===== src/conv_params.svh =====
`ifndef CONV_PARAMS_SVH
`define CONV_PARAMS_SVH

// data path widths
`define PIX_W        16
`define COEF_W       16
`define FRAC_BITS    8     // weights are Q7.8

// window and frame geometry
`define KERNEL       3
`define LINE_MAX     512   // must equal 2**COORD_W
`define COORD_W      9

// accepting edge to out_valid, in cycles
// window 1, row lanes 2, kernel sum 2
`define PIPE_LATENCY 5

`endif

===== src/conv_arith_pkg.sv =====
`include "conv_params.svh"
`default_nettype none

package conv_arith_pkg;

  // one image sample and one kernel coefficient
  typedef logic signed [`PIX_W-1:0]  pixel_t;
  typedef logic signed [`COEF_W-1:0] coef_t;

  // one row of the sliding window, index 0 is the oldest column
  typedef pixel_t taps_t [`KERNEL];

  // one row of the kernel, same column order as taps_t
  typedef coef_t coefs_t [`KERNEL];

  // full precision product
  typedef logic signed [`PIX_W+`COEF_W-1:0] product_t;

  // three products plus two guard bits
  typedef logic signed [`PIX_W+`COEF_W+1:0] row_sum_t;

  // three row sums and the scaled bias, four guard bits
  typedef logic signed [`PIX_W+`COEF_W+3:0] acc_t;

endpackage

`default_nettype wire


===== src/kernel_sum_stage.sv =====
`timescale 1ns/1ps
`include "conv_params.svh"
`default_nettype none

module kernel_sum_stage
(
  input  logic                     sys_clk,
  input  logic                     sys_rst_n,
  input  logic                     in_valid,
  input  conv_arith_pkg::row_sum_t row_sum0,
  input  conv_arith_pkg::row_sum_t row_sum1,
  input  conv_arith_pkg::row_sum_t row_sum2,
  input  conv_arith_pkg::coef_t    bias,
  output conv_arith_pkg::pixel_t   out_pixel,
  output logic                     out_valid
);

  // pixel range expressed in accumulator width
  localparam conv_arith_pkg::acc_t SAT_MAX = conv_arith_pkg::acc_t'(2 ** (`PIX_W - 1) - 1);
  localparam conv_arith_pkg::acc_t SAT_MIN = -SAT_MAX - 1;

  conv_arith_pkg::acc_t   scaled_bias;
  conv_arith_pkg::acc_t   acc;
  conv_arith_pkg::acc_t   acc_shifted;
  conv_arith_pkg::pixel_t sat_pixel;
  logic                   acc_valid;

  // bias moved onto the product scale so one shift covers both
  assign scaled_bias = conv_arith_pkg::acc_t'(bias) <<< `FRAC_BITS;

  always_ff @(posedge sys_clk)
  begin
    if (in_valid)
      acc <= conv_arith_pkg::acc_t'(row_sum0) + conv_arith_pkg::acc_t'(row_sum1)
           + conv_arith_pkg::acc_t'(row_sum2) + scaled_bias;
  end

  assign acc_shifted = acc >>> `FRAC_BITS;  // floor toward minus infinity

  always_comb
  begin
    if (acc_shifted > SAT_MAX)
      sat_pixel = conv_arith_pkg::pixel_t'(SAT_MAX);
    else if (acc_shifted < SAT_MIN)
      sat_pixel = conv_arith_pkg::pixel_t'(SAT_MIN);
    else
      sat_pixel = conv_arith_pkg::pixel_t'(acc_shifted);
  end

  // held between output pulses
  always_ff @(posedge sys_clk)
  begin
    if (acc_valid)
      out_pixel <= sat_pixel;
  end

  always_ff @(posedge sys_clk or negedge sys_rst_n)
  begin
    if (!sys_rst_n)
    begin
      acc_valid <= 1'b0;
      out_valid <= 1'b0;
    end
    else
    begin
      acc_valid <= in_valid;
      out_valid <= acc_valid;
    end
  end

endmodule

`default_nettype wire


===== config.mk =====
export PLATFORM = sky130hd
export DESIGN_NAME = kernel_sum_stage
export DESIGN_NICKNAME = d
export VERILOG_FILES = /design/src/conv_arith_pkg.sv /design/src/kernel_sum_stage.sv
export VERILOG_INCLUDE_DIRS = /design/src /design/src/src
export SDC_FILE = /design/constraint.sdc
export NUM_CORES = 1
export LEC_CHECK = 0
export CORE_MARGIN = 8
export CORE_UTILIZATION = 38
export DETAILED_ROUTE_END_ITERATION = 8
export DONT_BUFFER_PORTS = 1
export PLACE_DENSITY_LB_ADDON = 0.12
export SLEW_MARGIN = 40
export SYNTH_ARGS = -nofsm -noshare
export SYNTH_HDL_FRONTEND = slang
export SYNTH_SLANG_ARGS = --single-unit

===== constraint.sdc =====
create_clock -name sys_clk -period 1.85 [get_ports sys_clk]
set_input_delay 0.37 -clock sys_clk [delete_from_list [all_inputs] [get_ports sys_clk]]
set_output_delay 0.37 -clock sys_clk [all_outputs]
set_load 0.1 [all_outputs]

# ---- After elaboration in Yosys (flattened, before gate mapping)
# Index checks and enable logic that the tools add are counted.
dict set report totals {
  reg_bits 54
  output_inout_bits 17
  elab_cells 10
  input_bits 121
}
dict set report op_classes {
  n_addsub 3
  n_mux 1
  order_cmp 2
}
# operator n
set ops {}
lappend ops {{adder 35 x 34 -> 36 bit} 1}
lappend ops {{adder 36 x 24 -> 36 bit} 1}
lappend ops {{adder 34 x 34 -> 35 bit} 1}
lappend ops {{> comparator 28 x 16 -> 1 bit, second input constant} 1}
lappend ops {{less-than comparator 28 x 16 -> 1 bit, second input constant} 1}
lappend ops {{two-way mux 16 bit} 1}

# ---- Depth between registers and ports, before layout
dict set report depth {
  word_depth 3
  depth_mapped 13
  mapped_depth_nobuf 13
}

# ---- Worst setup path after synthesis
# OpenSTA, ideal clock, no wires.
dict set report synth_path {
  kind {input port to flip-flop}
  start {in row_sum0[10]}
  end {reg acc[32] (data pin)}
  setup_time_ns 0.260
  n_path_buf 0
  slack_ns -1.460
  path_stages 13
  arrival_time_ns 3.050
  t_required_ns 1.590
  path_cell_list {inv_1 -> fa_1 -> fa_1 -> inv_1 -> ha_1 -> a21oi_1 -> o221ai_2 -> a21oi_1 -> o21bai_2 -> a21oi_2 -> o21ai_1 -> a211o_1 -> xor2_1}
}
dict set report synth_between {
  elab_chain_len 3
}
# element line
set synth_rtl {}
lappend synth_rtl {{start, declared} kernel_sum_stage.sv:10} ;# input conv_arith_pkg::row_sum_t row_sum0,
lappend synth_rtl {{adder 34 x 34 -> 35 bit} kernel_sum_stage.sv:34} ;# acc <= conv_arith_pkg::acc_t'(row_sum0) + conv_arith_pkg::acc_t'(row_sum1)
lappend synth_rtl {{adder 35 x 34 -> 36 bit} kernel_sum_stage.sv:35} ;# + conv_arith_pkg::acc_t'(row_sum2) + scaled_bias;
lappend synth_rtl {{adder 36 x 24 -> 36 bit} kernel_sum_stage.sv:35}
lappend synth_rtl {{end signal, assigned} kernel_sum_stage.sv:34}
lappend synth_rtl {{end, declared} kernel_sum_stage.sv:23} ;# conv_arith_pkg::acc_t acc;
# No other way between the ends.
# A chain may end at the register's enable or synchronous reset.

# ---- Worst setup path in the final report
dict set report layout_path {
  start {in row_sum0[8]}
  end {reg acc[30] (data pin)}
}
# Same word-level chain as after synthesis.

==> out/results.tsv <==
metric	value	unit
num ports	138	
post-place setup slack	-1520	ps
clock sinks	46	
iteration-0 DRC count of the detailed router	147	
gr usage total	0.121	
syn avg cell area	9.73	um2
final setup margin	-1160	ps
Final Net Count	856	
pin count of the biggest net entering global routing	30	
VDD IR max	0.000655	V
register area share after synthesis	0.269	
worst reg2reg startpoint	acc[34]	
Startpoint Class	input port	
Tmin final	3010	ps
EDFF count, synth	44	
Mapped Cells	524	
Multi-input gate area	3360	um2
Critical Path Sink Type	flop	
Pins Over Slew Limit	0	
CTS Buf Count	5	
area grow syn2layout	30.9	%
Clock Tree Root	clkbuf_16	
YS warnings	0	
Unique masters post-synth	51	
Slew headroom	0.564	
Die Wd	132	um
FF-to-FF setup slack	360	ps
f_max	333	MHz
CTS Buffer Depth	2	
Setup crit end	acc[30]	
initial antenna violation count	0	
full die area	17400	um2
actual slew at the worst max-slew pin	654	ps
Critical R2R Capture	out_pixel[3]	
CP arrival	3040	ps
DRT Wirelength	10300	um
Max FO, Critical Path	3	
core box area	13200	um2
gpl congestion	0.770	
chip height	132	um
placed insts	798	
final setup fails	28	
failing checks	negative setup slack	
Setup crit start	row_sum0[8]	
P_leak	3.27	nW
latest clock arrival within the worst-skew pair	280	ps
Clock Skew	4.89	ps
CTS tree	built	
synthesized cell area	5100	um2
DRC	0	
Min-Delay Path Class	in -> reg	
H-Tree Depth	2	
final design utilization	0.506	
fraction of registers with async set or reset after synthesis	0.0435	
Final Hold Fails	0	
flops & latches, synth	46	
Syn Nets	744	
Hold WS	133	ps
Initial Util	0.387	
Port Buf Inserts	0	
Post-DRT Antenna Nets	0	
Most used DFF post-synth	edfxtp_1	
# rows	42	
CTS clk-pin slew, worst paths	60	ps
Setup CP Type	in -> reg	
Critical Path RT	1880	ps
unrepaired setup endpoints after global routing	yes	
global-route wire length before repair	18200	um
Final Cycle Share	1.62	
Fill cells	1226	
Reg area	1370	um2
run status	complete, but fails checks	
share of cells above drive strength 1	0.311	
grt total ovfl	0	
Vias	3649	
Pre-Repair DR Iteration Count	4	
WL per Instance	12.6	um
vias in the first global route	4134	
PD cells	1330	nW/um2
drt via density	4.49	
detailed-placement wirelength estimate	9120	um
maxcap violations	0	
antenna cells	0	
reg2reg path depth	4	
Final Instance Count excl. Fillers	813	
[kinds of logic after synthesis]
logic type / count (synthesis) / share of synthesized area
compound gates: 101 / 0.151
xor+xnor: 25 / 0.0429
fa+ha+maj: 99 / 0.331
buf+inv: 189 / 0.141
flops: 46 / 0.269
simple gates: 64 / 0.0655
[cells in the mapped netlist (2+ instances only)]
master	count	area [um2]
dfrtp_1	2	50.1
xnor2_1	16	140
inv_1	181	679
nor3_1	4	20.0
ha_1	39	488
a21o_1	11	82.6
o21bai_2	2	22.5
o21a_1	18	135
o21ai_1	5	25.0
nand2_2	2	12.5
clkbuf_1	4	15.0
nand2_1	14	52.6
edfxtp_1	44	1320
a31oi_1	2	12.5
o21ai_2	3	26.3
nand4_1	11	68.8
o21bai_1	4	30.0
xor2_1	9	78.8
a21oi_1	27	135
o221ai_2	2	30.0
nor2_1	15	56.3
fa_1	60	1200
buf_2	3	15.0
a21oi_2	5	43.8
nand3_1	5	25.0
o21ai_0	9	45.0
nor4_1	3	18.8
[cell type report]
type / instances / share of cell area
clock inverter: 3 / 0.00244
inverter: 181 / 0.106
tap: 176 / 0.0330
clock buffer: 5 / 0.0187
sequential: 46 / 0.205
timing repair buffer: 113 / 0.131
multi-input combinational: 289 / 0.503
[sequential cells by signal, summed over array words and instances, names as in the netlist]
| signal | flops |
|---|---|
| acc_valid | 1 |
| out_valid | 1 |
| out_pixel | 16 |
| acc | 28 |
[per-layer routing]
layer	routed length (um)	GRT usage
met1	5000	0.166
met2	4890	0.197
met3	362	0.0255
met4	22	0.0115
met5	0	0
[per-stage QoR]
stage | setup TNS (ps) | power (W) | area (um2)
5_1_grt | -31930 | 0.00960 | 6680
2_1_floorplan | -30040 | 0.00597 | 5350
3_5_place_dp | -37200 | 0.00776 | 6320
4_1_cts | -28660 | 0.00884 | 6580
6_report | -27850 | 0.00887 | 6680
3_3_place_gp | -35650 | 0.00771 | 6320
[layout by cell type (no fill, tap or decap), drive strengths merged, types with 2 or more instances in the layout]
cell / Yosys / final
and2: 2 / 2
nand3: 5 / 5
edfxtp: 44 / 44
nand4: 11 / 11
clkinv: 0 / 2
a31oi: 3 / 3
fa: 60 / 60
o21bai: 6 / 6
nand2: 16 / 16
inv: 181 / 181
buf: 4 / 112
o21ai: 17 / 17
nor4: 3 / 3
o21a: 18 / 18
nor2b: 2 / 2
nor3: 5 / 5
o31ai: 2 / 2
xor2: 9 / 9
ha: 39 / 39
a21oi: 33 / 33
nor2: 15 / 15
nand2b: 2 / 2
dfrtp: 2 / 2
o221ai: 3 / 3
a21o: 11 / 11
a211oi: 2 / 2
xnor2: 16 / 16
clkbuf: 4 / 5
[power by group]
group | leakage, nW | total, W | switching, W | internal, W
clock | 0.0672 | 0.000817 | 0.000326 | 0.000492
combinational | 2.75 | 0.00603 | 0.00334 | 0.00268
sequential | 0.453 | 0.00203 | 0.000188 | 0.00184
[worst min path at each step]
stage	start	end	cells after the start
after floorplan	sys_rst_n	acc_valid	0
after global placement	sys_rst_n	acc_valid	0
after detailed placement	sys_rst_n	acc_valid	0
after CTS	in_valid	acc_valid	0
after global routing	in_valid	acc_valid	0
final	in_valid	acc_valid	0
[critical path, stage by stage]
cell,delay [ps]
inv_8,10
fa_1,520
inv_1,50
fa_1,490
ha_4,300
nand4_1,140
o221ai_2,280
nand2_1,90
and2_4,180
a21oi_4,170
nand2b_4,170
a41oi_2,100
xnor2_1,140
[what timing repair did]
| action | in CTS | in global routing |
|---|---|---|
| pin swaps | 31 | 23 |
| endpoints found under the hold margin | 2 | 0 |
| endpoints found under the setup margin | 28 | 28 |
| gates cloned | 0 | 0 |
| buffers inserted | 5 | 3 |
| resized for setup | 17 | 16 |
| hold buffers | 1 | 0 |
No activity file was read; power rests on OpenSTA's default activity.
