**src/conv_params.svh**
```systemverilog
`ifndef CONV_PARAMS_SVH
`define CONV_PARAMS_SVH

// data path widths
`define PIX_W        16
`define COEF_W       16
`define FRAC_BITS    8     // weights are Q7.8

// window and frame geometry
`define KERNEL       3
`define LINE_MAX     512   // must equal 2**COORD_W
`define COORD_W      9

// accepting edge to out_valid, in cycles
// window 1, row lanes 2, kernel sum 2
`define PIPE_LATENCY 5

`endif
```
**src/conv_arith_pkg.sv**
```systemverilog
`include "conv_params.svh"
`default_nettype none

package conv_arith_pkg;

  // one image sample and one kernel coefficient
  typedef logic signed [`PIX_W-1:0]  pixel_t;
  typedef logic signed [`COEF_W-1:0] coef_t;

  // one row of the sliding window, index 0 is the oldest column
  typedef pixel_t taps_t [`KERNEL];

  // one row of the kernel, same column order as taps_t
  typedef coef_t coefs_t [`KERNEL];

  // full precision product
  typedef logic signed [`PIX_W+`COEF_W-1:0] product_t;

  // three products plus two guard bits
  typedef logic signed [`PIX_W+`COEF_W+1:0] row_sum_t;

  // three row sums and the scaled bias, four guard bits
  typedef logic signed [`PIX_W+`COEF_W+3:0] acc_t;

endpackage

`default_nettype wire

```
**src/row_mac_lane.sv**
```systemverilog
`timescale 1ns/1ps
`include "conv_params.svh"
`default_nettype none

module row_mac_lane
(
  input  logic                     sys_clk,
  input  logic                     sys_rst_n,
  input  logic                     in_valid,
  input  conv_arith_pkg::taps_t    taps,
  input  conv_arith_pkg::coefs_t   coefs,
  output logic                     sum_valid,
  output conv_arith_pkg::row_sum_t row_sum
);

  conv_arith_pkg::product_t prod [`KERNEL];
  conv_arith_pkg::row_sum_t prod_total;
  logic                     prod_valid;

  // stage 1, one signed multiply per tap
  always_ff @(posedge sys_clk)
  begin
    if (in_valid)
      for (int i = 0; i < `KERNEL; i++)
        prod[i] <= taps[i] * coefs[i];
  end

  // sign extended sum, guard bits absorb the carries
  always_comb
  begin
    prod_total = '0;
    for (int i = 0; i < `KERNEL; i++)
      prod_total = prod_total + conv_arith_pkg::row_sum_t'(prod[i]);
  end

  // stage 2
  always_ff @(posedge sys_clk)
  begin
    if (prod_valid)
      row_sum <= prod_total;
  end

  always_ff @(posedge sys_clk or negedge sys_rst_n)
  begin
    if (!sys_rst_n)
    begin
      prod_valid <= 1'b0;
      sum_valid  <= 1'b0;
    end
    else
    begin
      prod_valid <= in_valid;
      sum_valid  <= prod_valid;
    end
  end

endmodule

`default_nettype wire

```
**config.mk**
```make
export PLATFORM = sky130hd
export DESIGN_NAME = row_mac_lane
export DESIGN_NICKNAME = d
export VERILOG_FILES = /design/src/conv_arith_pkg.sv /design/src/row_mac_lane.sv
export VERILOG_INCLUDE_DIRS = /design/src /design/src/src
export SDC_FILE = /design/constraint.sdc
export NUM_CORES = 2
export LEC_CHECK = 0
export BUFFER_PORTS_ARGS = -buffer_cell sky130_fd_sc_hd__buf_2
export CAP_MARGIN = 20
export CORE_MARGIN = 2
export CORE_UTILIZATION = 40
export CTS_BUF_LIST = sky130_fd_sc_hd__clkbuf_16
export DETAILED_ROUTE_END_ITERATION = 6
export PLACE_DENSITY = 0.55
export SETUP_SLACK_MARGIN = 0.15
export SLEW_MARGIN = 20
export SYNTH_ARGS = -nofsm -noshare
export SYNTH_HDL_FRONTEND = slang
export SYNTH_SLANG_ARGS = --single-unit
```
**constraint.sdc**
```tcl
create_clock -name sys_clk -period 3.67 [get_ports sys_clk]
set_clock_uncertainty 0.15 [all_clocks]
set_input_delay 0.5505 -clock sys_clk [delete_from_list [all_inputs] [get_ports sys_clk]]
set_output_delay 0.5505 -clock sys_clk [all_outputs]
set_load 0.1 [all_outputs]
```
== Word-level counts from Yosys, hierarchy flattened ==
Memory sizes are Yosys's and may differ from the RTL's.
Index checks and enable logic that the tools add are counted.

* Logic and storage cells: 11
* Register bits: 36
* Memories kept: 1
* Bits in read-only memories: 0
* Bits of input ports: 99
* Output and inout port bits: 35
* RAM bits: 96
* Bits in latches: 0

* Div/mod/pow operators: 0
* $add $sub $neg: 2
* $lt $le $gt $ge: 0
* Eq/ne operators: 0
* $mul: 3
* Shifts and indexed selects: 0
* Reduce and logical (&&, ||, !) cells: 0
* Multiplexer cells: 2
* Bitwise logic cells: 0

{| class="wikitable"
|+ Memory list
! name !! depth !! bits a word !! read ports !! clocked after memory_dff !! write ports !! RTL line !! text
|-
| prod || 3 || 32 || 3 || 0 || 3 || row_mac_lane.sv:16 || <nowiki>conv_arith_pkg::product_t prod [`KERNEL];</nowiki>
|}

{| class="wikitable"
|+ Operators with widths
! cell !! count
|-
| $mul A16 B16 Y32 || 3
|-
| $add A33 B32 Y34 || 1
|-
| $add A32 B32 Y33 || 1
|-
| $mux W1 || 2
|}

== Longest topological paths before layout ==
* Depth in word-level cells: 2
* Depth in mapped cells: 23
* Mapped depth without buffers: 22

== Worst setup path before layout ==
No wires, ideal clock.

* Path type: input-to-reg
* From: input port coefs[33] in the netlist's numbering
* To: memory prod[0][31] in the netlist's numbering (data pin)
* Data arrival time: 6.184 ns
* Path slack: -2.934 ns
* Data required time: 3.250 ns
* Library setup time: 0.270 ns
* Path buffers: 1
* Stages on the path: 20
* Path through: clkbuf_1 nand2_1 inv_1 fa_1 fa_1 fa_1 fa_1 fa_1 inv_1 fa_1 inv_1 ha_1 a21o_1 a21o_1 a21oi_1 o211ai_1 a31oi_1 nor3_1 o211ai_1 or3b_2

{| class="wikitable"
|+ RTL lines
! what !! RTL line !! text
|-
| start: declaration || row_mac_lane.sv:11 || <nowiki>input conv_arith_pkg::coefs_t coefs,</nowiki>
|-
| end: declaration || row_mac_lane.sv:16 ||
|}

==> run_summary.xml <==
<?xml version="1.0" encoding="UTF-8"?>
<metrics>
  <group name="clock_tree">
    <metric name="clkSlewWorstSetupHoldPaths" unit="ns">0.06</metric>
    <metric name="clock-sinks" unit="">132</metric>
    <metric name="max-clock-path-buffers" unit="">2</metric>
    <metric name="tritoncts.num_buffers" unit="">17</metric>
    <metric name="htree_levels" unit="">4</metric>
    <metric name="buffer_cell_driving_the_clock_tree_root" unit="">sky130_fd_sc_hd__clkbuf_16</metric>
    <metric name="cts_tree" unit="">built</metric>
    <metric name="clkLatencyLatePin" unit="ns">0.43</metric>
  </group>
  <group name="synth">
    <metric name="syn-cell-area" unit="um2">35700</metric>
    <metric name="synth.distinct_cells" unit="">71</metric>
    <metric name="synth-seq-cells" unit="">132</metric>
    <metric name="synthAdderAreaFrac" unit="%">55.7</metric>
    <metric name="synth_top_family_by_area" unit="">adder cells</metric>
    <metric name="yosysSeqAreaShare" unit="%">11.1</metric>
    <metric name="synth_xor_xnor_area_share" unit="%">2.99</metric>
    <metric name="synth.top_cells.by_area" unit="">sky130_fd_sc_hd__fa_1, sky130_fd_sc_hd__edfxtp_1, sky130_fd_sc_hd__ha_1</metric>
    <metric name="synth_top_area_share" unit="%">45.9</metric>
    <metric name="synthSimpleGateAreaFrac" unit="%">14.0</metric>
    <metric name="synth.avg_cell_area" unit="um2">9.75</metric>
    <metric name="syn_inst" unit="">3663</metric>
    <metric name="synth.top_cells.by_count" unit="">sky130_fd_sc_hd__inv_1, sky130_fd_sc_hd__fa_1, sky130_fd_sc_hd__nand2_1</metric>
    <metric name="mappedNetlistNets" unit="">4859</metric>
    <metric name="synth.mux.area_fraction" unit="%">0.116</metric>
    <metric name="synth-warning-count" unit="">0</metric>
    <metric name="synth_area_leader_cell" unit="">sky130_fd_sc_hd__fa_1</metric>
    <metric name="number_of_enable_flip_flop_cells_after_synthesis" unit="">130</metric>
    <metric name="synth.most_common_cell" unit="">sky130_fd_sc_hd__inv_1</metric>
    <metric name="synth_async_sr_flop_share" unit="%">1.52</metric>
    <metric name="synth-compound-area-share" unit="%">5.70</metric>
    <metric name="ys_dominant_reg_cell" unit="">sky130_fd_sc_hd__edfxtp_1</metric>
  </group>
  <group name="sta">
    <metric name="hold_viol" unit="">0</metric>
    <metric name="timing.max_slew.rel_slack" unit="%">55.1</metric>
    <metric name="final-max-slew-violation-count" unit="">0</metric>
    <metric name="rsz0062_at_grt" unit="">true</metric>
    <metric name="final_critical_path_setup_slack" unit="ns">-2.17</metric>
    <metric name="setup_viol" unit="">78</metric>
    <metric name="fin_crit_sh" unit="%">159</metric>
    <metric name="tightestPinTransition" unit="ns">0.667</metric>
    <metric name="fin_crit" unit="ns">5.84</metric>
    <metric name="clock.fmax" unit="GHz">0.171</metric>
  </group>
  <group name="floorplan">
    <metric name="initial_utilization" unit="%">40.4</metric>
    <metric name="design.die.area" unit="um2">91700</metric>
    <metric name="ios" unit="">134</metric>
    <metric name="fp.dieH" unit="um">303</metric>
    <metric name="core_area" unit="um2">88400</metric>
    <metric name="core.rowCount" unit="">109</metric>
    <metric name="die_width" unit="um">303</metric>
  </group>
  <group name="routing">
    <metric name="drc_violations" unit="">0</metric>
    <metric name="dr.pass1.iters" unit="">5</metric>
    <metric name="initial_detailed_routing_violation_count" unit="">1099</metric>
    <metric name="postRouteWirelength" unit="um">87400</metric>
    <metric name="detail-route-antenna-nets" unit="">0</metric>
    <metric name="detailroute.via_count" unit="">26300</metric>
    <metric name="routedWlPerCell" unit="um">15.8</metric>
    <metric name="routed_via_density" unit="">4.76</metric>
  </group>
  <group name="setup_path">
    <metric name="crit_arrival" unit="ns">5.87</metric>
    <metric name="path_cells" unit="">buf_12 &gt; and2_4 &gt; fa_2 &gt; buf_6 &gt; inv_2 &gt; fa_1 &gt; fa_2 &gt; fa_1 &gt; fa_1 &gt; fa_1 &gt; inv_2 &gt; ha_4 &gt; a21o_1 &gt; a21o_1 &gt; a21oi_2 &gt; o211ai_1 &gt; a31oi_1 &gt; buf_4 &gt; nor3_4 &gt; o211ai_1 &gt; or3b_4</metric>
    <metric name="timing.reg2reg.worst_path_depth" unit="">10</metric>
    <metric name="worst_path_max_delay_cell" unit="">sky130_fd_sc_hd__fa_2</metric>
    <metric name="rrSetupSlack" unit="ns">0.18</metric>
    <metric name="r2r_end" unit="">row_sum[30]</metric>
    <metric name="critical_path.endpoint_type" unit="">flip-flop</metric>
    <metric name="critical_path.max_stage_delay" unit="ns">0.61</metric>
    <metric name="criticalPathCategory" unit="">in -&gt; reg</metric>
    <metric name="critical_path.startpoint_type" unit="">input port</metric>
    <metric name="critical_path_required" unit="ns">3.70</metric>
    <metric name="critical-path-top-cell-by-count" unit="">sky130_fd_sc_hd__fa_1</metric>
    <metric name="critPathMaxFanout" unit="">5</metric>
    <metric name="regToRegStartpoint" unit="">prod[0][73]</metric>
  </group>
  <group name="finish">
    <metric name="insertedDiodeCount" unit="">0</metric>
    <metric name="post_layout_nets" unit="">5542</metric>
    <metric name="area.growth.synth_to_final" unit="%">29.9</metric>
    <metric name="fillerInstances" unit="">8046</metric>
    <metric name="drive_gt1_share" unit="%">29.0</metric>
  </group>
  <group name="placed_design">
    <metric name="place_hpwl" unit="um">76200</metric>
    <metric name="dpl_worst_slack" unit="ns">-2.73</metric>
    <metric name="placement.io_buffers" unit="">133</metric>
    <metric name="place.gp.congestion" unit="">0.890</metric>
  </group>
  <group name="run_status">
    <metric name="status" unit="">complete, but fails checks</metric>
    <metric name="violated_checks" unit="">setup timing</metric>
  </group>
  <group name="global_routing">
    <metric name="gr-total-overflow" unit="">0</metric>
    <metric name="maximum_number_of_pins_on_one_net_before_global_route_repair" unit="">63</metric>
    <metric name="grt_first_pass_wirelength" unit="um">145000</metric>
    <metric name="vias_in_the_first_global_route" unit="">28200</metric>
    <metric name="antenna_found_initial" unit="">1</metric>
    <metric name="global_route.usage.total" unit="%">19.9</metric>
  </group>
  <group name="job">
    <metric name="drv_cap" unit="">0</metric>
  </group>
  <group name="min_path">
    <metric name="min-delay-path-class" unit="">in -&gt; async</metric>
  </group>
</metrics>
[placed cells by master, fill, tap and decap left out, drive strengths merged, types with 5 or more instances in the layout]
cell	instances
ha	278
a21o	54
nand2b	28
and3	8
a211oi	11
nor2	103
clkbuf	23
nand3	22
and2	363
a211o	5
xor2	29
a31oi	8
o21ai	55
a21oi	83
o21bai	15
nand2	417
edfxtp	130
nor2b	12
nand4	11
buf	756
nor3	26
o21a	16
inv	893
xnor2	93
clkinv	8
o211ai	9
a21boi	7
fa	819
[layer usage]
metal,GRT usage (%),part of all wire [%]
met1,28.9,47
met2,33.4,49
met3,1.45,2.9
met4,2.92,1.4
met5,0,0.015
[worst max path at each step]
stage             endpoint  depth (start not counted)  slack (ns)      start
4_1_cts        prod[0][31]                         21       -2.16   taps[40]
6_report       prod[0][31]                         21       -2.17   taps[47]
3_3_place_gp   prod[0][62]                         17       -2.71  coefs[19]
2_1_floorplan  prod[0][95]                         22       -2.42    taps[5]
5_1_grt        prod[0][31]                         21       -2.33   taps[47]
3_5_place_dp   prod[0][95]                         22       -2.73    taps[5]
[registers in the layout, indices dropped and copies added, names as in the netlist]
signal,flops
prod_valid,1
prod,96
sum_valid,1
row_sum,34
[worst max-delay path: cells and delay by family]
| family | cells | cell delay, ns |
|---|---|---|
| fa+ha+maj | 7 | 3.36 |
| compound gates | 6 | 0.90 |
| buf+inv | 5 | 0.48 |
| simple gates | 3 | 0.58 |
[cell families after synthesis]
group | Yosys count
xor gates and xnor gates | 122
and+or+nand+nor | 1013
adders and majority gates | 1097
buffers and inverters | 990
AOI/OAI and AO/OA | 305
DFF | 132
muxes | 4
[area by class of cell]
type                       count  area, um2  share of cell area, %
clock buffer                  17        425                  0.917
clock inverter                15        168                  0.362
inverter                     889       3340                   7.20
multi-input combinational   2541      30300                   65.3
sequential                   132       3950                   8.53
tap                         1165       1460                   3.14
timing repair buffer         765       6750                   14.6
[timing repair]
| item | 4_1_cts | 5_1_grt |
|---|---|---|
| pin swaps | 201 | 199 |
| endpoints found under the setup margin | 91 | 92 |
| buffers inserted | 41 | 43 |
| gates resized for setup | 372 | 288 |
| hold buffers | 1 | 0 |
| gates cloned | 3 | 3 |
| endpoints found under the hold margin | 2 | 0 |
[stage by stage]
stage	std cells	utilization, %	setup TNS, ns	hold WS (ns)	area [um2]
detailed placement	5401	48.1	-168.78	0.192	42500
finish	5524	52.5	-123.69	0.292	46400
global placement	5401	48.1	-168.10	0.188	42500
CTS	5478	50.8	-121.95	0.276	44900
global route	5524	52.5	-135.34	0.280	46400
floorplan	3663	-	-123.75	0.105	37400
Power is left out: the tool's default activity adds up to more than one toggle a clock period on the data nets, which glitch-free logic cannot reach.
